===== src/rtl/issue_pkg.sv =====
// shared micro-op types and helper functions for the dual-issue stage, imported by every block
`default_nettype none

package issue_pkg;

    // unit 0 multiply latency, en to done
    localparam int MUL_LATENCY = 3;

    typedef enum logic [2:0] {
        OP_NOP  = 3'd0,
        OP_ADD  = 3'd1,
        OP_SUB  = 3'd2,
        OP_AND  = 3'd3,
        OP_OR   = 3'd4,
        OP_XOR  = 3'd5,
        OP_ADDI = 3'd6,
        OP_MUL  = 3'd7
    } op_t;

    // one micro-op as it sits in the queue
    typedef struct packed {
        op_t         op;
        logic [4:0]  rd;
        logic [4:0]  rj;
        logic [4:0]  rk;
        logic [31:0] imm;
    } issue_entry_t;

    // ops that unit 1 can take
    function automatic logic is_alu_op(op_t op);
        return (op != OP_MUL) && (op != OP_NOP);
    endfunction

    // a nop never claims a destination
    function automatic logic [4:0] dest_reg(issue_entry_t e);
        return (e.op == OP_NOP) ? 5'd0 : e.rd;
    endfunction

    // single-cycle datapath shared by both units
    function automatic logic [31:0] alu_result(issue_entry_t e, logic [31:0] a, logic [31:0] b);
        case (e.op)
            OP_ADD:  return a + b;
            OP_SUB:  return a - b;
            OP_AND:  return a & b;
            OP_OR:   return a | b;
            OP_XOR:  return a ^ b;
            OP_ADDI: return a + e.imm;
            default: return 32'd0;
        endcase
    endfunction

endpackage

`default_nettype wire


===== src/rtl/exec_if.sv =====
// issue-side link between the scoreboard and one execution unit, one instance per unit
`timescale 1ns/10ps
`default_nettype none

interface exec_if import issue_pkg::*; ();

    logic         en;
    issue_entry_t entry;
    logic         ready;
    // result side, done marks the writeback cycle
    logic         done;
    logic [4:0]   done_rd;
    logic [31:0]  wdata;

    modport issue (
        output en,
        output entry,
        input  ready,
        input  done,
        input  done_rd,
        input  wdata
    );

    modport unit (
        input  en,
        input  entry,
        output ready,
        output done,
        output done_rd,
        output wdata
    );

endinterface

`default_nettype wire


===== src/rtl/exec_general.sv =====
// unit 0, single-cycle ALU ops plus a multicycle multiply that holds off new issue
`timescale 1ns/10ps
`default_nettype none

module exec_general import issue_pkg::*; (
    input  wire logic        clk,
    input  wire logic        rstn,
    input  wire logic [31:0] operand_a,
    input  wire logic [31:0] operand_b,
    exec_if.unit             eu
);

    localparam int CNT_W = $clog2(MUL_LATENCY + 1);

    logic             is_mul;
    logic             alu_done_q;
    logic             mul_done_q;
    logic             mul_busy;
    logic [CNT_W-1:0] cnt;
    logic [4:0]       rd_q;
    logic [31:0]      alu_res_q;
    logic [31:0]      prod_q;

    assign is_mul = eu.entry.op == OP_MUL;

    always_ff @(posedge clk) begin
        if (!rstn) begin
            alu_done_q <= 1'b0;
            mul_done_q <= 1'b0;
            mul_busy   <= 1'b0;
            cnt        <= '0;
        end else begin
            alu_done_q <= eu.en && !is_mul;
            mul_done_q <= mul_busy && (cnt == CNT_W'(1));
            if (eu.en && is_mul) begin
                mul_busy <= 1'b1;
                cnt      <= CNT_W'(MUL_LATENCY - 1);
            end else if (mul_busy) begin
                cnt <= cnt - CNT_W'(1);
                // unit frees up in the cycle done is seen
                if (cnt == CNT_W'(1)) begin
                    mul_busy <= 1'b0;
                end
            end
        end
    end

    // one rd register is enough, a mul blocks all other issue
    always_ff @(posedge clk) begin
        if (eu.en) begin
            rd_q      <= dest_reg(eu.entry);
            alu_res_q <= alu_result(eu.entry, operand_a, operand_b);
        end
        if (eu.en && is_mul) begin
            prod_q <= operand_a * operand_b;
        end
    end

    assign eu.ready   = !mul_busy;
    assign eu.done    = alu_done_q || mul_done_q;
    assign eu.done_rd = rd_q;
    assign eu.wdata   = mul_done_q ? prod_q : alu_res_q;

    a_single_done: assert property (@(posedge clk) disable iff (!rstn)
        !(alu_done_q && mul_done_q))
        else $error("alu and mul completed together on unit 0");

endmodule

`default_nettype wire


===== src/flat_wrapper.sv =====
// flat-port wrapper written by rule: the top's interface ports become plain ports
module exec_general_flat import issue_pkg::*;
  (clk, rstn, operand_a, operand_b, eu_en, eu_entry, eu_ready, eu_done, eu_done_rd, eu_wdata);
  exec_if eu_i ();
  input  wire logic clk;
  input  wire logic rstn;
  input  wire logic [31:0] operand_a;
  input  wire logic [31:0] operand_b;
  input wire logic [$bits(eu_i.en)-1:0] eu_en;
  input wire logic [$bits(eu_i.entry)-1:0] eu_entry;
  output wire logic [$bits(eu_i.ready)-1:0] eu_ready;
  output wire logic [$bits(eu_i.done)-1:0] eu_done;
  output wire logic [$bits(eu_i.done_rd)-1:0] eu_done_rd;
  output wire logic [$bits(eu_i.wdata)-1:0] eu_wdata;
  assign eu_i.en = eu_en;
  assign eu_i.entry = eu_entry;
  assign eu_ready = eu_i.ready;
  assign eu_done = eu_i.done;
  assign eu_done_rd = eu_i.done_rd;
  assign eu_wdata = eu_i.wdata;
  exec_general u_core (.clk(clk), .rstn(rstn), .operand_a(operand_a), .operand_b(operand_b), .eu(eu_i));
endmodule

===== config.mk =====
export PLATFORM = sky130hd
export DESIGN_NAME = exec_general_flat
export DESIGN_NICKNAME = d
export VERILOG_FILES = /design/src/rtl/issue_pkg.sv /design/src/rtl/exec_if.sv /design/src/rtl/exec_general.sv /design/src/flat_wrapper.sv
export SDC_FILE = /design/constraint.sdc
export NUM_CORES = 1
export LEC_CHECK = 0
export BUFFER_PORTS_ARGS = -buffer_cell sky130_fd_sc_hd__buf_2
export CAP_MARGIN = 20
export CORE_MARGIN = 1.5
export CORE_UTILIZATION = 40
export CTS_CLUSTER_DIAMETER = 100
export DETAILED_ROUTE_END_ITERATION = 8
export SYNTH_ARGS = -nofsm -noshare
export SYNTH_HDL_FRONTEND = slang
export SYNTH_SLANG_ARGS = --single-unit

===== constraint.sdc =====
create_clock -name clk -period 6.15 [get_ports clk]
set_input_delay 0 -clock clk [delete_from_list [all_inputs] [get_ports clk]]
set_output_delay 0 -clock clk [all_outputs]
set_load 0.02 [all_outputs]

# Yosys cells after proc, flatten, opt, wreduce, memory -nomap -nowiden
# Cells that the tools add are included.
[word_totals] reg_bits=74
[op_classes] bitwise_logic=4 muxes=7 multipliers=1 add_sub_neg=4 n_eq_ne=8 reduce_logical=9
[op_table] cell="32-bit case mux with 6 select lines" count=1
[op_table] cell="32-bit adder" count=2
[op_table] cell="32-bit bitwise AND" count=1
[op_table] cell="32-bit by 32-bit multiplier with 32-bit output" count=1
[op_table] cell="32-bit two-way mux" count=1
[op_table] cell="32-bit OR" count=1
[op_table] cell="32-bit subtractor" count=1
[op_table] cell="32-bit bitwise XOR" count=1
[op_table] cell="3-bit == test (second input constant)" count=4
[op_table] cell="3-bit by 2-bit == test with 1-bit output (second input constant)" count=2
[op_table] cell="2-bit two-way mux" count=2
[op_table] cell="3-bit by 1-bit == test with 1-bit output (second input constant)" count=1
[op_table] cell="1-bit logical AND" count=3
[op_table] cell="3-bit zero test" count=1
[op_table] cell="1-bit two-way mux" count=3
[op_table] cell="2-bit by 1-bit == test with 1-bit output (second input constant)" count=1
[op_table] cell="1-bit zero test" count=2
[op_table] cell="2-bit nonzero test" count=1
[op_table] cell="2-bit OR reduction" count=1
[op_table] cell="2-bit by 1-bit subtractor with 2-bit output (second input constant)" count=1
[op_table] cell="1-bit logical OR" count=1
[op_table] cell="1-bit NOT" count=1

# Depth between registers and ports, before layout
# Gate-level depths: netlist (run 1).
[depth] ltp_word=4 ltp_mapped=28

# Worst setup path before layout (run 1)
# OpenSTA, ideal clock, no wires.
[synth_timing] path_kind="input-to-reg" from="in operand_b[2]" to="reg u_core.prod_q[31], data pin" path_buffers=2 stages=24 arrival_ns=6.393 path_slack_ns=-0.503 cell_sequence="clkbuf_1 clkinv_1 clkbuf_1 nor2_1 fa_1 inv_1 fa_1 fa_1 fa_1 inv_1 fa_1 inv_1 fa_1 inv_1 fa_1 fa_1 ha_1 a21oi_1 nor2b_1 a221oi_1 a31oi_1 a211oi_1 a21oi_1 xnor2_1"
[synth_between] elab_chain_len=1
[synth_rtl] element="start, declared" line="flat_wrapper.sv:8" source="input wire logic [31:0] operand_b;"
[synth_rtl] element="32-bit by 32-bit multiplier with 32-bit output" line="exec_general.sv:55" source="prod_q <= operand_a * operand_b;"
[synth_rtl] element="end signal, assigned" line="exec_general.sv:55"
[synth_rtl] element="end, declared" line="exec_general.sv:22" source="logic [31:0] prod_q;"
# Every way passes these cells.
# A chain may end at the register's enable or synchronous reset.

# Final worst setup path (run 1)
[layout_timing] from="in operand_a[9]" to="reg u_core.prod_q[31], data pin"
[layout_between] elab_chain_len=1
[layout_rtl] element="start, declared" line="flat_wrapper.sv:7" source="input wire logic [31:0] operand_a;"
[layout_rtl] element="32-bit by 32-bit multiplier with 32-bit output" line="exec_general.sv:55"
# Every way passes these cells.

==> out/summary.json, run 1 <==
{
  "setup_path": {
    "crit_family": "adder cells",
    "cp_num_buf_inv": 7,
    "largest_incremental_delay_on_the_critical_path_ps": 590,
    "end_kind": "register",
    "ff_to_ff_path_depth": 4,
    "worstSetupStartpointType": "input port",
    "crit_cells": 23,
    "critical_path.max_fanout": 8,
    "rrSetupSlack_ps": 5150,
    "required_ps": 6300,
    "cp_common_cell": "fa_1",
    "timing_worst_setup_path_type": "in -> reg",
    "timing.critical_path.slowest_stage_cell": "fa_2",
    "critical_path.cell_chain": "buf_2 > clkinvlp_4 > buf_6 > nor2_4 > fa_1 > fa_1 > inv_1 > fa_1 > fa_1 > inv_1 > ha_1 > fa_1 > fa_1 > fa_2 > ha_4 > nand4_1 > inv_1 > a221oi_2 > buf_4 > a31oi_4 > a211oi_4 > a21oi_2 > xnor2_1",
    "critical_path_arrival_ps": 6270
  },
  "finish": {
    "finalNonFillerCells": 3645,
    "nets": 3687,
    "area.growth.synth_to_final_pct": 25.4,
    "layout_commonest_cell": "inv_1",
    "post_route_cells_drive_above_1_share": 0.249,
    "most-common-layout-cells": "434 x inv_1, 390 x fa_1, 356 x buf_4"
  },
  "timing": {
    "layout_min_cycle_time_ps": 6120,
    "finalHoldViolCount": 0,
    "fin_worst_skew_ps": 0.321,
    "finalMaxSlewViolations": 0,
    "setup_violations": 0,
    "ratio_of_final_minimum_period_to_clock_period": 0.996,
    "timing.hold.ws_ps": 161,
    "achievable-frequency_mhz": 163,
    "grt_setup_unrepaired": "yes",
    "worst-slew-pin-transition_ps": 1010,
    "relative_slew_slack": 0.329
  },
  "global_routing": {
    "groute.usage.overall": 0.332,
    "wire_length_of_the_first_global_routing_pass_mm": 135,
    "initial_antenna_violation_count": 4,
    "globalRouteOverflowTotal": 0,
    "grt_start_max_net_pins": 55,
    "grt_pass1_vias": 20900
  },
  "synth": {
    "synth-seq-cells": 74,
    "post_synth_instance_area_um2": 22000,
    "synth.yosys.warnings": 0,
    "synthFlopType": "edfxtp_1",
    "synth.lib_cells_used.distinct": 70,
    "synthesis.nets": 3260,
    "synth_seq_area_share": 0.0988,
    "synthCells": 2514,
    "synth.avg_cell_area_um2": 8.74,
    "synth_edf_count": 69,
    "ys_async_sr_fraction": 0
  },
  "cts": {
    "clock_tree.buffer_depth": 2,
    "cts.clk_slew.worst_paths_ps": 70,
    "clock_latency_ps": 390,
    "cts.root.buffer_cell": "clkbuf_16",
    "tritoncts": "yes",
    "clock_sinks": 74,
    "cts-buffers-inserted": 9,
    "htree_num_levels": 3
  },
  "floorplan": {
    "start_util": 0.407,
    "die_width_um": 237,
    "pin_count": 156,
    "die_height_um": 237,
    "core-area_um2": 54000,
    "row_count": 85,
    "die_area_um2": 56400
  },
  "routing": {
    "residual_drc": 0,
    "totalWireLength_mm": 91.5,
    "detail_route_antenna_nets": 0,
    "routed-via-count": 19900,
    "dr.first_iter.drc_count": 1783,
    "drt_pre_antenna_iters": 5,
    "detail_route.wl_per_cell_um": 25.1,
    "avgViaCountPerCell": 5.47
  },
  "placed_design": {
    "detailed_place_hpwl_mm": 76.2,
    "place.port_buffers": 145,
    "routabilityCongestion": 0.995,
    "place_inst": 3593
  },
  "worst_hold_path": {
    "worstHoldPathCells": 2,
    "hp-class": "in -> reg"
  },
  "run": {
    "cap_violations": 0
  },
  "status": {
    "outcome": "complete, no violations"
  }
}
state kept, by name, indices dropped and copies added, names as in the netlist:
signal             count
u_core.alu_done_q      1
u_core.eu.done_rd      5
u_core.prod_q         32
u_core.mul_done_q      1
u_core.cnt             2
u_core.alu_res_q      32
u_core.mul_busy        1
path summary, 6_finish.rpt:
| check | endpoint | startpoint |
|---|---|---|
| max | u_core.prod_q[31] | operand_a[9] |
| min | u_core.alu_res_q[1] | eu_entry[47] |
| max reg2reg | u_core.cnt[1] | u_core.cnt[1] |
| min reg2reg | u_core.mul_done_q | u_core.mul_busy |
synth_stat cells, types with 5 or more instances:
| cell type | n | area share |
|---|---|---|
| a211oi_1 | 8 | 0.0027 |
| a21o_1 | 21 | 0.0072 |
| a21oi_1 | 65 | 0.015 |
| a22o_1 | 31 | 0.012 |
| a22oi_1 | 16 | 0.0055 |
| a31oi_1 | 10 | 0.0028 |
| and3_1 | 7 | 0.0020 |
| buf_1 | 10 | 0.0017 |
| clkbuf_1 | 119 | 0.020 |
| clkinv_1 | 10 | 0.0017 |
| dfxtp_1 | 5 | 0.0046 |
| edfxtp_1 | 69 | 0.094 |
| fa_1 | 409 | 0.37 |
| ha_1 | 220 | 0.13 |
| inv_1 | 449 | 0.077 |
| inv_2 | 7 | 0.0012 |
| mux2_2 | 32 | 0.016 |
| nand2_1 | 264 | 0.045 |
| nand2b_1 | 9 | 0.0026 |
| nand3_1 | 14 | 0.0032 |
| nand4_1 | 5 | 0.0014 |
| nor2_1 | 376 | 0.064 |
| nor2b_1 | 10 | 0.0028 |
| nor3_1 | 24 | 0.0055 |
| nor4_1 | 10 | 0.0028 |
| o21a_1 | 8 | 0.0027 |
| o21ai_0 | 70 | 0.016 |
| o21bai_1 | 9 | 0.0031 |
| o221ai_1 | 30 | 0.012 |
| or2_2 | 7 | 0.0020 |
| or3_1 | 7 | 0.0020 |
| xnor2_1 | 80 | 0.032 |
| xor2_1 | 34 | 0.014 |
area by class of cell:
| cell class | instances | area [um2] |
|---|---|---|
| Multi-Input combinational cell | 1840 | 18000 |
| Sequential cell | 74 | 2170 |
| Timing Repair Buffer | 550 | 4380 |
| Antenna cell | 3 | 7.51 |
| Clock inverter | 7 | 115 |
| Fill cell | 5140 | 26500 |
| Clock buffer | 9 | 225 |
| Tap cell | 696 | 871 |
| Inverter | 466 | 1810 |
stage by stage:
stage / instance area (um2) / util / setup WS (ps) / TNS [ps]
floorplan: 22100 / - / -38.3 / -38.3
global placement: 26400 / 0.488 / -664 / -6080
detailed placement: 26400 / 0.488 / -740 / -6620
CTS: 27000 / 0.500 / 4.87 / 0
global route: 27600 / 0.510 / -168 / -667
finish: 27600 / 0.510 / 26.7 / 0
layer usage:
layer / routed length, um / up-vias / track usage
met4: 4430 / 6 / 0.136
met2: 43900 / 846 / 0.559
met3: 6300 / 196 / 0.0578
met5: 41 / - / 0
met1: 36900 / 10200 / 0.422
li1: - / 8729 / -
logic make-up after synthesis:
kind of cell / Yosys count / synth area share
compound gates: 303 / 0.0926
simple gates: 759 / 0.145
flops: 74 / 0.0988
xor+xnor: 114 / 0.0454
buf+inv: 600 / 0.103
mux: 35 / 0.0178
fa+ha+maj: 629 / 0.498
what timing repair did:
item,in CTS,in global routing
hold buffers,7,0
buffers inserted,9,17
pin swaps,15,61
endpoints found under the setup margin,9,11
cloned,1,1
hold endpoints to repair,10,0
gates resized for setup,45,103
Power of run 1 is not shown: default switching activity piles up to over one toggle a cycle in this logic, so the estimate is an artifact.
==> run 2, diff against run 1 <==
==> constraint.sdc (replaced) <==
create_clock -name clk -period 6.15 [get_ports clk]
set_input_delay 0.9225 -clock clk [delete_from_list [all_inputs] [get_ports clk]]
set_output_delay 0.9225 -clock clk [all_outputs]
set_load 0.02 [all_outputs]
==> run 2 against run 1 <==
Net effect: the flow now finishes with violations (negative setup slack); final cell count grew 2.9%; non-clock buffer count is 103 higher; critical path depth rose by 5; worst hold slack improved by 370 ps; maximum frequency decreased by 11%; design area rose by 6.2%; register-to-register slack gained 30 ps; die area did not move; routed wire length increased by 1.4%; clock skew about the same; sequential share of layout area fell by 0.46 points; largest cell class unchanged.
==> out/summary.json, run 2 (synthesized netlist as in run 1, its figures left out) <==
{
  "timing": {
    "layout_setup_ws_ps": -762,
    "setup_tns_ps": -8340,
    "layout_min_cycle_time_ps": 6910,
    "finalHoldViolCount": 0,
    "finalMaxSlewViolations": 0,
    "ratio_of_final_minimum_period_to_clock_period": 1.12,
    "worst-slew-pin-transition_ps": 1100,
    "relative_slew_slack": 0.266,
    "achievable-frequency_mhz": 145,
    "grt_setup_unrepaired": "yes",
    "fin_worst_skew_ps": 0.279,
    "setup_violations": 17,
    "timing.hold.ws_ps": 535
  },
  "floorplan": {
    "row_count": 85,
    "die_width_um": 237,
    "die_height_um": 237,
    "start_util": 0.407,
    "core-area_um2": 54000,
    "die_area_um2": 56400,
    "pin_count": 156
  },
  "finish": {
    "layout_commonest_cell": "buf_4",
    "multiInputGateArea_um2": 18600,
    "area.growth.synth_to_final_pct": 33.2,
    "antennaDiodeCount": 0,
    "seqCellArea_um2": 2170,
    "fillers": 5032,
    "most-common-layout-cells": "446 x buf_4, 407 x inv_1, 373 x fa_1",
    "nets": 3794,
    "post_route_cells_drive_above_1_share": 0.319,
    "finish.utilization": 0.542
  },
  "global_routing": {
    "groute.usage.overall": 0.335,
    "grt_start_max_net_pins": 50,
    "globalRouteOverflowTotal": 0,
    "initial_antenna_violation_count": 4,
    "grt_pass1_vias": 21200,
    "wire_length_of_the_first_global_routing_pass_mm": 136
  },
  "cts": {
    "htree_num_levels": 3,
    "clock_latency_ps": 390,
    "tritoncts": "yes",
    "cts.hold.buffers_added": 0,
    "clock_sinks": 74,
    "cts.clk_slew.worst_paths_ps": 70,
    "cts-buffers-inserted": 9,
    "clock_tree.buffer_depth": 2,
    "cts.root.buffer_cell": "clkbuf_16"
  },
  "routing": {
    "detail_route_antenna_nets": 0,
    "totalWireLength_mm": 92.8,
    "avgViaCountPerCell": 5.41,
    "routed-via-count": 20300,
    "dr.first_iter.drc_count": 1782,
    "drt_pre_antenna_iters": 6,
    "residual_drc": 0,
    "detail_route.wl_per_cell_um": 24.8
  },
  "status": {
    "violations": "negative setup slack",
    "outcome": "finished, violations left"
  },
  "setup_path": {
    "rrSetupSlack_ps": 5180,
    "end_kind": "register",
    "required_ps": 6280,
    "critical_path.max_fanout": 5,
    "ff_to_ff_path_depth": 4,
    "worstSetupStartpointType": "input port",
    "timing_worst_setup_path_type": "in -> reg",
    "critical_path_arrival_ps": 7040
  },
  "placed_design": {
    "routabilityCongestion": 0.978,
    "post_place_setup_slack_ps": -1410,
    "place.port_buffers": 145,
    "detailed_place_hpwl_mm": 75.3
  },
  "run": {
    "cap_violations": 0
  },
  "worst_hold_path": {
    "hp-class": "reg -> reg",
    "worstHoldPathCells": 1
  }
}
[run 2: changes by cell type in the layout (fill, tap and decap cells not counted), sizes merged]
cell	before	now
clkinvlp	6	7
clkinv	12	14
inv	452	454
bufinv	3	1
buf	538	649
diode	3	0
dlygate4sd3	7	0
[run 2: path summary, 6_finish.rpt]
| check | startpoint | to |
|---|---|---|
| min | u_core.mul_busy | u_core.mul_done_q |
| max reg2reg | u_core.cnt[1] | u_core.cnt[1] |
| max | operand_b[11] | u_core.prod_q[28] |
| min reg2reg | u_core.mul_busy | u_core.mul_done_q |
[run 2: layer usage]
metal,routed length [um],global-route usage,vias up
li1,-,-,8967
met1,38300,0.436,10300
met2,43000,0.555,858
met3,6470,0.0531,190
met4,4970,0.136,0
met5,0,0,-
[run 2: cell type report]
class / instances / area share
clock buffers: 10 / 0.00782
clock inverters: 6 / 0.00222
inverters: 466 / 0.0671
multi-input cells: 1840 / 0.634
flip-flops and latches: 74 / 0.0742
well taps: 696 / 0.0297
repair buffers: 653 / 0.184
repair inverters: 4 / 0.00128
[run 2: worst max-delay path, cell delays in order]
cell and delay [ps]:
buf_6 100, clkinvlp_4 160, buf_6 180, nor2_4 120, fa_1 400, inv_2 100, fa_2 210, inv_2 40
fa_1 510, inv_2 40, fa_1 510, inv_1 50, fa_1 500, inv_1 50, fa_1 470, inv_1 50
fa_1 470, fa_1 600, ha_4 230, a21o_1 170, a21oi_2 160, o21ai_1 80, nor2_1 130, a31oi_1 110
buf_4 190, a21o_1 170, a21oi_2 180, xnor2_2 120
[run 2: what timing repair did]
action | 4_1_cts | 5_1_grt
gates resized for setup | 234 | 142
pin swaps | 72 | 101
buffers inserted | 57 | 32
cloned | 6 | 1
endpoints found under the setup margin | 19 | 19
[run 2: through the flow]
stage                     instance area [um2]  instances
final                                   29300       3749
after global routing                    29300       3749
after CTS                               28500       3722
after detailed placement                26800       3645
after global placement                  26800       3645
after floorplan                         22700       2514
Power of run 2 is left out for the same reason.
