`src/rtl/issue_pkg.sv`:
```
// shared micro-op types and helper functions for the dual-issue stage, imported by every block
`default_nettype none

package issue_pkg;

    // unit 0 multiply latency, en to done
    localparam int MUL_LATENCY = 3;

    typedef enum logic [2:0] {
        OP_NOP  = 3'd0,
        OP_ADD  = 3'd1,
        OP_SUB  = 3'd2,
        OP_AND  = 3'd3,
        OP_OR   = 3'd4,
        OP_XOR  = 3'd5,
        OP_ADDI = 3'd6,
        OP_MUL  = 3'd7
    } op_t;

    // one micro-op as it sits in the queue
    typedef struct packed {
        op_t         op;
        logic [4:0]  rd;
        logic [4:0]  rj;
        logic [4:0]  rk;
        logic [31:0] imm;
    } issue_entry_t;

    // ops that unit 1 can take
    function automatic logic is_alu_op(op_t op);
        return (op != OP_MUL) && (op != OP_NOP);
    endfunction

    // a nop never claims a destination
    function automatic logic [4:0] dest_reg(issue_entry_t e);
        return (e.op == OP_NOP) ? 5'd0 : e.rd;
    endfunction

    // single-cycle datapath shared by both units
    function automatic logic [31:0] alu_result(issue_entry_t e, logic [31:0] a, logic [31:0] b);
        case (e.op)
            OP_ADD:  return a + b;
            OP_SUB:  return a - b;
            OP_AND:  return a & b;
            OP_OR:   return a | b;
            OP_XOR:  return a ^ b;
            OP_ADDI: return a + e.imm;
            default: return 32'd0;
        endcase
    endfunction

endpackage

`default_nettype wire

```
`src/rtl/exec_if.sv`:
```
// issue-side link between the scoreboard and one execution unit, one instance per unit
`timescale 1ns/10ps
`default_nettype none

interface exec_if import issue_pkg::*; ();

    logic         en;
    issue_entry_t entry;
    logic         ready;
    // result side, done marks the writeback cycle
    logic         done;
    logic [4:0]   done_rd;
    logic [31:0]  wdata;

    modport issue (
        output en,
        output entry,
        input  ready,
        input  done,
        input  done_rd,
        input  wdata
    );

    modport unit (
        input  en,
        input  entry,
        output ready,
        output done,
        output done_rd,
        output wdata
    );

endinterface

`default_nettype wire

```
`src/rtl/exec_alu.sv`:
```
// unit 1, single-cycle ALU with a registered result one cycle after issue
`timescale 1ns/10ps
`default_nettype none

module exec_alu import issue_pkg::*; (
    input  wire logic        clk,
    input  wire logic        rstn,
    input  wire logic [31:0] operand_a,
    input  wire logic [31:0] operand_b,
    exec_if.unit             eu
);

    logic        done_q;
    logic [4:0]  rd_q;
    logic [31:0] res_q;

    always_ff @(posedge clk) begin
        if (!rstn) begin
            done_q <= 1'b0;
        end else begin
            done_q <= eu.en;
        end
    end

    // result payload, held until the next issue
    always_ff @(posedge clk) begin
        if (eu.en) begin
            rd_q  <= dest_reg(eu.entry);
            res_q <= alu_result(eu.entry, operand_a, operand_b);
        end
    end

    assign eu.ready   = 1'b1;
    assign eu.done    = done_q;
    assign eu.done_rd = rd_q;
    assign eu.wdata   = res_q;

    // steering keeps multiplies on unit 0
    a_no_mul: assert property (@(posedge clk) disable iff (!rstn)
        eu.en |-> (eu.entry.op != OP_MUL))
        else $error("mul issued to the alu-only unit");

endmodule

`default_nettype wire

```
`src/flat_wrapper.sv`:
```
// flat-port wrapper written by rule: the top's interface ports become plain ports
module exec_alu_flat import issue_pkg::*;
  (clk, rstn, operand_a, operand_b, eu_en, eu_entry, eu_ready, eu_done, eu_done_rd, eu_wdata);
  exec_if eu_i ();
  input  wire logic clk;
  input  wire logic rstn;
  input  wire logic [31:0] operand_a;
  input  wire logic [31:0] operand_b;
  input wire logic [$bits(eu_i.en)-1:0] eu_en;
  input wire logic [$bits(eu_i.entry)-1:0] eu_entry;
  output wire logic [$bits(eu_i.ready)-1:0] eu_ready;
  output wire logic [$bits(eu_i.done)-1:0] eu_done;
  output wire logic [$bits(eu_i.done_rd)-1:0] eu_done_rd;
  output wire logic [$bits(eu_i.wdata)-1:0] eu_wdata;
  assign eu_i.en = eu_en;
  assign eu_i.entry = eu_entry;
  assign eu_ready = eu_i.ready;
  assign eu_done = eu_i.done;
  assign eu_done_rd = eu_i.done_rd;
  assign eu_wdata = eu_i.wdata;
  exec_alu u_core (.clk(clk), .rstn(rstn), .operand_a(operand_a), .operand_b(operand_b), .eu(eu_i));
endmodule
```
`config.mk`:
```
export PLATFORM = sky130hd
export DESIGN_NAME = exec_alu_flat
export DESIGN_NICKNAME = d
export VERILOG_FILES = /design/src/rtl/issue_pkg.sv /design/src/rtl/exec_if.sv /design/src/rtl/exec_alu.sv /design/src/flat_wrapper.sv
export SDC_FILE = /design/constraint.sdc
export NUM_CORES = 1
export LEC_CHECK = 0
export BUFFER_PORTS_ARGS = -buffer_cell sky130_fd_sc_hd__buf_4
export CORE_UTILIZATION = 40
export DETAILED_ROUTE_END_ITERATION = 7
export PLACE_DENSITY_LB_ADDON = 0.1
export SLEW_MARGIN = 20
export SYNTH_ARGS = -nofsm -noshare
export SYNTH_HDL_FRONTEND = slang
export SYNTH_SLANG_ARGS = --single-unit
```
`constraint.sdc`:
```
create_clock -name clk -period 14.4 [get_ports clk]
set_input_delay 2.16 -clock clk [delete_from_list [all_inputs] [get_ports clk]]
set_output_delay 2.16 -clock clk [all_outputs]
set_load 0.1 [all_outputs]
```
Word level (Yosys, flattened, before mapping)
Index checks and enable logic that the tools add are counted.

Bitwise logic cells: 3. $add $sub $neg: 3. Reductions and logical operators: 1. Equality and inequality tests: 6. Muxes and demuxes: 1.

Operators with widths (number): one-hot mux 32 bit (6 select lines) (1); adder 32 bit (2); AND 32 bit (1); OR 32 bit (1); subtractor 32 bit (1); XOR 32 bit (1); == test 3 bit (second input constant) (3); == test 3 x 2 -> 1 bit (second input constant) (2); == test 3 x 1 -> 1 bit (second input constant) (1); zero test 3 bit (1).

Bits of input ports: 117. Logic and storage cells: 17. Output and inout bits: 39. Bits in registers: 38.

Logic depth before layout (Yosys ltp)
Gate-level depths: netlist of the first run.

Word-level depth: 2. Depth in mapped cells: 21. Gate-level depth less buffers: 21.

Worst setup path before layout of the first run
OpenSTA, ideal clock, no wires.

Kind: input-to-reg. Start point: input operand_b[0]. End point: register u_core.res_q[27] (netlist: u_core.eu.wdata[27]), data pin. Path buffers: 0. Data arrival time: 6.166 ns. Setup slack: 7.956 ns. Stages on the path: 21. Data required time: 14.122 ns. Setup time: 0.278 ns. Cells stage by stage: inv_1 ha_1 or3b_1 or3_4 or3_1 or3_1 nor3_1 o21ai_1 nor2_1 a211oi_1 a21oi_1 ha_1 a21oi_1 nand2b_1 o221a_1 a211oi_1 o31ai_1 a41o_1 a21boi_0 xor2_1 o221ai_1.

Word-level cells in the longest chain between the ends: 2. Elaborated cells between the ends (all ways): 3. Those cells by class: add/sub: 2; mux: 1.

RTL lines: start: declaration (RTL line flat_wrapper.sv:8) `input wire logic [31:0] operand_b;`; subtractor 32 bit or adder 32 bit (tied branches) (RTL line issue_pkg.sv:43, issue_pkg.sv:42); one-hot mux 32 bit (6 select lines) * (RTL line issue_pkg.sv:41) `case (e.op)`; end signal: assignment (RTL line exec_alu.sv:29) `res_q <= alu_result(eu.entry, operand_a, operand_b);`; end: declaration (RTL line exec_alu.sv:15) `logic [31:0] res_q;`.

Every way passes the cells marked *; elsewhere a longest branch is shown, timed or not. A chain may end at the register's enable or synchronous reset.

Worst setup path in the final report of the first run
Same ends and word-level chain as after synthesis.

==> results of run 1 <==
## cell usage after synthesis (all sizes together) (15+ instances only)
cell type  number  area share
ha            102        0.22
inv            74       0.047
nand2          70       0.045
o21ai          67       0.057
a21oi          61       0.053
nor2           42       0.027
clkbuf         39       0.025
edfxtp         37        0.19
nor3           35       0.032
a22o           30       0.045
o221ai         30       0.046
a21o           18       0.023
xnor2          16       0.025
xor2           15       0.022
## flip-flops by register name (all words and copies together), names as in the netlist
signal,cells
u_core.eu.done_rd,5
u_core.eu.wdata,32
u_core.eu.done,1
## placed cells by master (no fill, tap or decap), types with 3 or more instances in the layout
| master | count |
|---|---|
| sky130_fd_sc_hd__edfxtp_1 | 37 |
| sky130_fd_sc_hd__a211oi_1 | 3 |
| sky130_fd_sc_hd__a22o_1 | 30 |
| sky130_fd_sc_hd__buf_4 | 146 |
| sky130_fd_sc_hd__nor2_1 | 42 |
| sky130_fd_sc_hd__a21o_1 | 18 |
| sky130_fd_sc_hd__o21bai_1 | 3 |
| sky130_fd_sc_hd__a21oi_1 | 59 |
| sky130_fd_sc_hd__and3_1 | 4 |
| sky130_fd_sc_hd__nand4_1 | 8 |
| sky130_fd_sc_hd__o22ai_1 | 5 |
| sky130_fd_sc_hd__o21ai_1 | 4 |
| sky130_fd_sc_hd__nor4_1 | 9 |
| sky130_fd_sc_hd__nand3_1 | 9 |
| sky130_fd_sc_hd__or3_1 | 4 |
| sky130_fd_sc_hd__nor2b_1 | 10 |
| sky130_fd_sc_hd__xnor2_1 | 15 |
| sky130_fd_sc_hd__o221ai_1 | 29 |
| sky130_fd_sc_hd__xor2_1 | 15 |
| sky130_fd_sc_hd__a221oi_1 | 4 |
| sky130_fd_sc_hd__a22oi_1 | 9 |
| sky130_fd_sc_hd__inv_1 | 74 |
| sky130_fd_sc_hd__clkbuf_16 | 5 |
| sky130_fd_sc_hd__nor3_1 | 34 |
| sky130_fd_sc_hd__mux2i_1 | 3 |
| sky130_fd_sc_hd__nand2_1 | 69 |
| sky130_fd_sc_hd__nand2b_1 | 6 |
| sky130_fd_sc_hd__o21ai_0 | 63 |
| sky130_fd_sc_hd__ha_1 | 102 |
## power groups by stage
| stage | Combinational, uW | Clock (uW) | Sequential, uW |
|---|---|---|---|
| floorplan | 140 | 0 | 250 |
| global placement | 332 | 0 | 146 |
| detailed placement | 337 | 0 | 146 |
| CTS | 338 | 157 | 144 |
| global route | 364 | 161 | 145 |
| finish | 338 | 153 | 144 |
## path summary, 6_finish.rpt
| check | start | endpoint | slack [ps] | cells past startpoint |
|---|---|---|---|---|
| max | operand_b[0] | u_core.eu.wdata[27] | 7410 | 22 |
| min | rstn | u_core.eu.done | 2080 | 2 |
## stage by stage
| stage | cells | total power (uW) | worst slack [ps] | instance area, sq um |
|---|---|---|---|---|
| after floorplan | 754 | 390 | 7960 | 5870 |
| after global placement | 1034 | 478 | 7190 | 7040 |
| after detailed placement | 1034 | 483 | 7120 | 7040 |
| after CTS | 1042 | 639 | 7410 | 7230 |
| after global routing | 1042 | 669 | 7050 | 7230 |
| final | 1042 | 635 | 7410 | 7230 |
## kinds of logic (layout without fill, tap and decap cells)
family                     count (synthesis)  in the layout
AOI/OAI and AO/OA                        252            252
and+or+nand+nor                          206            206
buffers and inverters                    120            228
adders and majority gates                103            103
DFF                                       38             38
xor gates and xnor gates                  31             31
muxes                                      3              3
other                                      1              1
## cell type report
type	instances	area, sq um	area share
inverters	74	278	0.0384
clock buffers	5	125	0.0173
multi-input cells	596	4310	0.596
flip-flops and latches	38	1130	0.156
well taps	180	225	0.0311
clock inverters	3	68.8	0.00952
repair buffers	146	1100	0.152
## metal layers
layer  vias to the layer above  track usage
met5                         -            0
li1                       2963            -
met2                       181        0.400
met1                      2810        0.316
met4                         0       0.0557
met3                        19       0.0387
## critical path: stages
cell	delay [ps]
sky130_fd_sc_hd__buf_4	120
sky130_fd_sc_hd__inv_1	90
sky130_fd_sc_hd__ha_1	190
sky130_fd_sc_hd__or3b_1	410
sky130_fd_sc_hd__or3_4	380
sky130_fd_sc_hd__or3_1	360
sky130_fd_sc_hd__or3_1	370
sky130_fd_sc_hd__nor3_1	180
sky130_fd_sc_hd__o21ai_1	80
sky130_fd_sc_hd__nor2_1	90
sky130_fd_sc_hd__a211oi_1	60
sky130_fd_sc_hd__a21oi_1	150
sky130_fd_sc_hd__ha_1	310
sky130_fd_sc_hd__a21oi_1	280
sky130_fd_sc_hd__nand2b_1	100
sky130_fd_sc_hd__o221a_1	210
sky130_fd_sc_hd__a211oi_1	340
sky130_fd_sc_hd__o31ai_1	180
sky130_fd_sc_hd__a41o_1	330
sky130_fd_sc_hd__a21boi_0	260
sky130_fd_sc_hd__xor2_1	210
sky130_fd_sc_hd__o221ai_1	120
==> tab_implementation.tex, run 1 <==
\begin{tabular}{lr}
\hline
Metric & Value \\
\hline
\multicolumn{2}{l}{\textbf{Outcome}} \\
Outcome & finished, final reports clean \\
\multicolumn{2}{l}{\textbf{Logic synthesis}} \\
Net count of the mapped netlist & 974 \\
Async set or reset register ratio after synthesis & 0 \\
Adder and majority cell fraction of the synthesized area & 0.221 \\
Main combinational cell family by area after synthesis & compound AO/OA/AOI/OAI gates \\
Post-synthesis xor/xnor area fraction & 0.0475 \\
Number of distinct library cells after synthesis & 61 \\
Portion of netlist area occupied by mux cells & 0.00511 \\
Total standard cell area after synthesis & 0.00587 sq mm \\
Sequential fraction of the synthesis area & 0.193 \\
Area fraction in compound gates after synthesis & 0.286 \\
Flop and latch count out of synthesis & 38 \\
Main synth FF type & sky130\_fd\_sc\_hd\_\_edfxtp\_1 \\
Post-synthesis average cell area & 7.79 sq um \\
Area share of and/or/nand/nor cells after synthesis & 0.169 \\
Number of cells produced by synthesis & 754 \\
Yosys warning count & 0 \\
EDFF count, synth & 37 \\
\multicolumn{2}{l}{\textbf{Timing}} \\
Setup violators final & 0 \\
Transition time of the tightest slew-check pin & 1040 ps \\
Hold Vio Cnt, Final & 0 \\
Setup repair after global routing missed its margin & no \\
Achievable Freq & 143 MHz \\
Part of the cycle the worst path needs & 0.486 \\
Clock period minus final worst setup slack & 6990 ps \\
Count of pins over their slew limit & 0 \\
Relative slew margins & 0.305 \\
Hold slack final & 2080 ps \\
Total Negative Setup Slacks & 0 ps \\
\multicolumn{2}{l}{\textbf{Pwr}} \\
Clock network power share & 0.241 \\
Int Power & 348 uW \\
Static leakage & 0.00341 uW \\
Switching part of the total & 0.451 \\
Worst IR Drop VDD & 64.5 uV \\
Power spent charging and discharging nets & 286 uW \\
Part of the power in registers & 0.226 \\
Comb power frac & 0.532 \\
PwrDens & 87.8 mW/mm\^{}2 \\
\multicolumn{2}{l}{\textbf{Route}} \\
Number of DRC violations after detailed-routing iteration 0 & 382 \\
Amount of wire on met2 after detailed routing & 8360 microns \\
Iteration count of the initial detailed-routing pass & 6 \\
Wire length after detailed routing & 17,900 microns \\
Average vias per placed instance & 5.73 \\
Total via count in the routed design & 5,973 \\
Average wire per cell in the routed design & 17.2 microns \\
Met1 layer wirelength in the final routing & 8210 microns \\
Drt drc & 0 \\
Met3 Wirelength & 1040 microns \\
Highest metal layer with signal wires & met4 \\
Final antenna-violating net count & 0 \\
\multicolumn{2}{l}{\textbf{Placement}} \\
Placer's final routability congestion estimate & 0.894 \\
Detailed placement HPWL & 13,200 microns \\
IO Port Bufs & 144 \\
\multicolumn{2}{l}{\textbf{GRT}} \\
Number of antenna violations at the first check in global routing & 0 \\
Via count of the first global-routing pass & 5,583 \\
Pin count of the biggest net entering global routing & 92 \\
Leftover overflow at the end of global routing & 0 \\
First-pass GRT wire length & 28,000 microns \\
Total GRT Usage & 0.238 \\
\multicolumn{2}{l}{\textbf{Clocking}} \\
CTS clk-pin slew, worst paths & 70 ps \\
Number of CTS-inserted buffers & 5 \\
CTS Sinks & 38 \\
Max H-tree Level & 2 \\
Post-CTS setup buffer count & 0 \\
Clock buffer depth & 2 \\
Clock root buffer & sky130\_fd\_sc\_hd\_\_clkbuf\_16 \\
Post\_cts resized & 0 \\
TritonCTS clock tree & yes \\
\# hold bufs at CTS & 0 \\
\multicolumn{2}{l}{\textbf{Critical path}} \\
CP endpoint kind & register \\
Startpoint type of the worst setup path & input port \\
Required time at the worst-slack endpoint & 14,400 ps \\
Worst Path Class, Setup & input port to register \\
Maximum fanout encountered on the critical timing path & 6 \\
Crit path DAT & 6990 ps \\
\multicolumn{2}{l}{\textbf{Die}} \\
Full die area & 0.0152 sq mm \\
I/O pin count & 156 \\
Starting utilization of the core area & 0.417 \\
Core outline area & 0.0141 sq mm \\
Num rows & 43 \\
Die Ht & 123 microns \\
Die W & 123 microns \\
\multicolumn{2}{l}{\textbf{Cells and area}} \\
Antenna Diode Count & 0 \\
Final-layout fill cell count & 1,413 \\
Core utilization of the finished layout & 0.513 \\
Nets@finish & 1,081 \\
Area Overhead vs Synth & 23.1\% \\
Proportion of layout cells with a drive suffix above 1 & 0.196 \\
\multicolumn{2}{l}{\textbf{Job}} \\
Count of max-cap constraint violations & 0 \\
\multicolumn{2}{l}{\textbf{Min path}} \\
Type of the most critical hold path & input port to register \\
\hline
\end{tabular}
Power figures use the tool's default switching activity.
==> run 2, diff against run 1 <==
==> constraint.sdc (replaced) <==
create_clock -name clk -period 6.36 [get_ports clk]
set_input_delay 0.954 -clock clk [delete_from_list [all_inputs] [get_ports clk]]
set_output_delay 0.954 -clock clk [all_outputs]
set_load 0.1 [all_outputs]
==> run 2 against run 1 <==
Against the previous run:
- flip-flop and latch count stayed put
- first-iteration DRC count is 5.2% lower
- die area stayed put
- largest cell class unchanged
- global-route usage is 0.41 points higher
- critical endpoint unchanged
- power is 130% higher
- utilization is 0.16 points higher
- final area is 0.31% higher
- clock-buffer cell count stayed put
- setup slack worse by 6800 ps
- sequential share of layout area hardly changed
- final cell count is 0.29% higher
- clock power is 130% higher
- highest routed layer unchanged
==> tab_implementation.tex, run 2 (synthesized netlist as in run 1, its figures left out) <==
\begin{tabular}{lr}
\hline
Metric & Value \\
\hline
\multicolumn{2}{l}{\textbf{Outcome}} \\
Outcome & finished, final reports clean \\
\multicolumn{2}{l}{\textbf{GRT}} \\
Total GRT Usage & 0.242 (+0.00413) \\
Leftover overflow at the end of global routing & 0 (unchanged) \\
Pin count of the biggest net entering global routing & 52 (-43\%) \\
Number of antenna violations at the first check in global routing & 0 (unchanged) \\
First-pass GRT wire length & 28,500 microns (+2.1\%) \\
Via count of the first global-routing pass & 5,679 (+1.7\%) \\
\multicolumn{2}{l}{\textbf{Timing}} \\
Count of pins over their slew limit & 0 (unchanged) \\
Achievable Freq & 175 MHz \\
Relative slew margins & 0.323 (+0.0177) \\
Setup repair after global routing missed its margin & no \\
PnR worst setup slack & 644 ps (-6760 ps) \\
Transition time of the tightest slew-check pin & 1010 ps (-26.5 ps) \\
Total Negative Setup Slacks & 0 ps (unchanged) \\
Hold Vio Cnt, Final & 0 (unchanged) \\
Setup violators final & 0 (unchanged) \\
Clock period minus final worst setup slack & 5720 ps \\
Part of the cycle the worst path needs & 0.899 \\
\multicolumn{2}{l}{\textbf{Cells and area}} \\
Most common library cell in the layout ignoring fill and taps & sky130\_fd\_sc\_hd\_\_buf\_4 \\
Filler-free cell count of the finished design & 1,045 (+0.29\%) \\
Design Area, Final & 0.00725 sq mm (+0.31\%) \\
Final-layout fill cell count & 1,367 (-3.3\%) \\
Proportion of layout cells with a drive suffix above 1 & 0.199 (+0.00279) \\
Max FFs per register & 32 (unchanged) \\
Top library cells by usage in the layout, fill and taps aside & 149 x sky130\_fd\_sc\_hd\_\_buf\_4, 102 x sky130\_fd\_sc\_hd\_\_ha\_1, 74 x sky130\_fd\_sc\_hd\_\_inv\_1, 69 x sky130\_fd\_sc\_hd\_\_nand2\_1, 63 x sky130\_fd\_sc\_hd\_\_o21ai\_0 \\
Nets@finish & 1,084 (+0.28\%) \\
Area Overhead vs Synth & 23.5\% \\
Antenna Diode Count & 0 (unchanged) \\
\multicolumn{2}{l}{\textbf{Clocking}} \\
Post-CTS setup buffer count & 0 (unchanged) \\
Number of CTS-inserted buffers & 5 (unchanged) \\
Max H-tree Level & 2 (unchanged) \\
CTS clk-pin slew, worst paths & 60 ps (about the same) \\
Clock buffer depth & 2 (unchanged) \\
Post\_cts resized & 0 (unchanged) \\
TritonCTS clock tree & yes \\
Clock root buffer & sky130\_fd\_sc\_hd\_\_clkbuf\_16 \\
CTS Sinks & 38 (unchanged) \\
\# hold bufs at CTS & 0 (unchanged) \\
\multicolumn{2}{l}{\textbf{Die}} \\
Num rows & 43 (unchanged) \\
Full die area & 0.0152 sq mm (unchanged) \\
Die W & 123 microns (unchanged) \\
Core outline area & 0.0141 sq mm (unchanged) \\
I/O pin count & 156 (unchanged) \\
Die Ht & 123 microns (unchanged) \\
Starting utilization of the core area & 0.417 (unchanged) \\
\multicolumn{2}{l}{\textbf{Critical path}} \\
CP endpoint kind & register \\
Crit path DAT & 5720 ps (-1270 ps) \\
Required time at the worst-slack endpoint & 6360 ps (-8040 ps) \\
Startpoint type of the worst setup path & input port \\
Maximum fanout encountered on the critical timing path & 6 (unchanged) \\
Worst Path Class, Setup & input port to register \\
\multicolumn{2}{l}{\textbf{Placement}} \\
Cell count after placement & 1,037 (+0.29\%) \\
Instance area after placement & 0.00706 sq mm (+0.32\%) \\
Worst slack after detailed placement & 348 ps (-6770 ps) \\
Detailed placement HPWL & 13,200 microns (about the same) \\
Placer's final routability congestion estimate & 0.908 (+1.6\%) \\
IO Port Bufs & 144 (unchanged) \\
\multicolumn{2}{l}{\textbf{Pwr}} \\
Worst IR Drop VDD & 90.6 uV (+41\%) \\
Static leakage & 0.00342 uW (+0.41\%) \\
Overall power consumption & 1440 uW (+130\%) \\
PwrDens & 198 mW/mm\^{}2 (+130\%) \\
\multicolumn{2}{l}{\textbf{Route}} \\
Average wire per cell in the routed design & 17.1 microns (-0.48\%) \\
Drt drc & 0 (unchanged) \\
Average vias per placed instance & 5.75 (+0.35\%) \\
Wire length after detailed routing & 17,800 microns (-0.19\%) \\
Final antenna-violating net count & 0 (unchanged) \\
Total via count in the routed design & 6,011 (+0.64\%) \\
Number of DRC violations after detailed-routing iteration 0 & 362 (-5.2\%) \\
Iteration count of the initial detailed-routing pass & 5 (-1) \\
\multicolumn{2}{l}{\textbf{Min path}} \\
Type of the most critical hold path & input port to register \\
\multicolumn{2}{l}{\textbf{Job}} \\
Count of max-cap constraint violations & 0 (unchanged) \\
\hline
\end{tabular}
## run 2: changes by cell type in the layout (fill, tap and decap cells not counted), sizes merged
cell / before / now
buf: 146 / 149
## run 2: critical path, stage by stage
cell and delay [ps]:
sky130_fd_sc_hd__buf_4 120, sky130_fd_sc_hd__inv_1 100, sky130_fd_sc_hd__ha_1 190, sky130_fd_sc_hd__or3b_1 400
sky130_fd_sc_hd__or3_4 380, sky130_fd_sc_hd__or3_1 350, sky130_fd_sc_hd__or3_1 360, sky130_fd_sc_hd__nor3_1 160
sky130_fd_sc_hd__o21ai_1 70, sky130_fd_sc_hd__nor2_1 90, sky130_fd_sc_hd__a211oi_1 50, sky130_fd_sc_hd__a21oi_1 150
sky130_fd_sc_hd__ha_1 310, sky130_fd_sc_hd__a21oi_1 280, sky130_fd_sc_hd__nand2b_1 90, sky130_fd_sc_hd__o221a_1 220
sky130_fd_sc_hd__a211oi_1 360, sky130_fd_sc_hd__o31ai_1 170, sky130_fd_sc_hd__a41o_1 320, sky130_fd_sc_hd__a21boi_0 260
sky130_fd_sc_hd__xor2_1 210, sky130_fd_sc_hd__o221ai_1 120
## run 2: path summary, 6_finish.rpt
path	slack (ps)	start	end	depth (start not counted)
max	640	operand_b[0]	u_core.eu.wdata[27]	22
min	870	rstn	u_core.eu.done	2
## run 2: layout make-up
| cell class | count | area (sq um) | area share |
|---|---|---|---|
| Sequential cell | 38 | 1130 | 0.156 |
| Clock inverter | 3 | 68.8 | 0.00949 |
| Clock buffer | 5 | 125 | 0.0173 |
| Multi-Input combinational cell | 596 | 4310 | 0.594 |
| Tap cell | 180 | 225 | 0.0311 |
| Timing Repair Buffer | 149 | 1120 | 0.154 |
| Inverter | 74 | 278 | 0.0383 |
## run 2: through the flow
stage               hold slack, ps  utilization
floorplan                     1070            -
global placement              1170        0.501
detailed placement            1180        0.501
CTS                            863        0.515
global route                   894        0.515
finish                         868        0.515
## run 2: power by group
part / total (uW) / internal, uW / switching (uW) / leakage [uW]
clock network: 347 / 226 / 121 / 0.0000940
logic: 765 / 247 / 518 / 0.00296
registers: 327 / 317 / 9.54 / 0.000367
## run 2: routing by layer
metal | track usage | part of all wire
met5 | 0 | 0
met4 | 0.0640 | 0.015
met3 | 0.0383 | 0.055
met2 | 0.411 | 0.47
met1 | 0.316 | 0.46
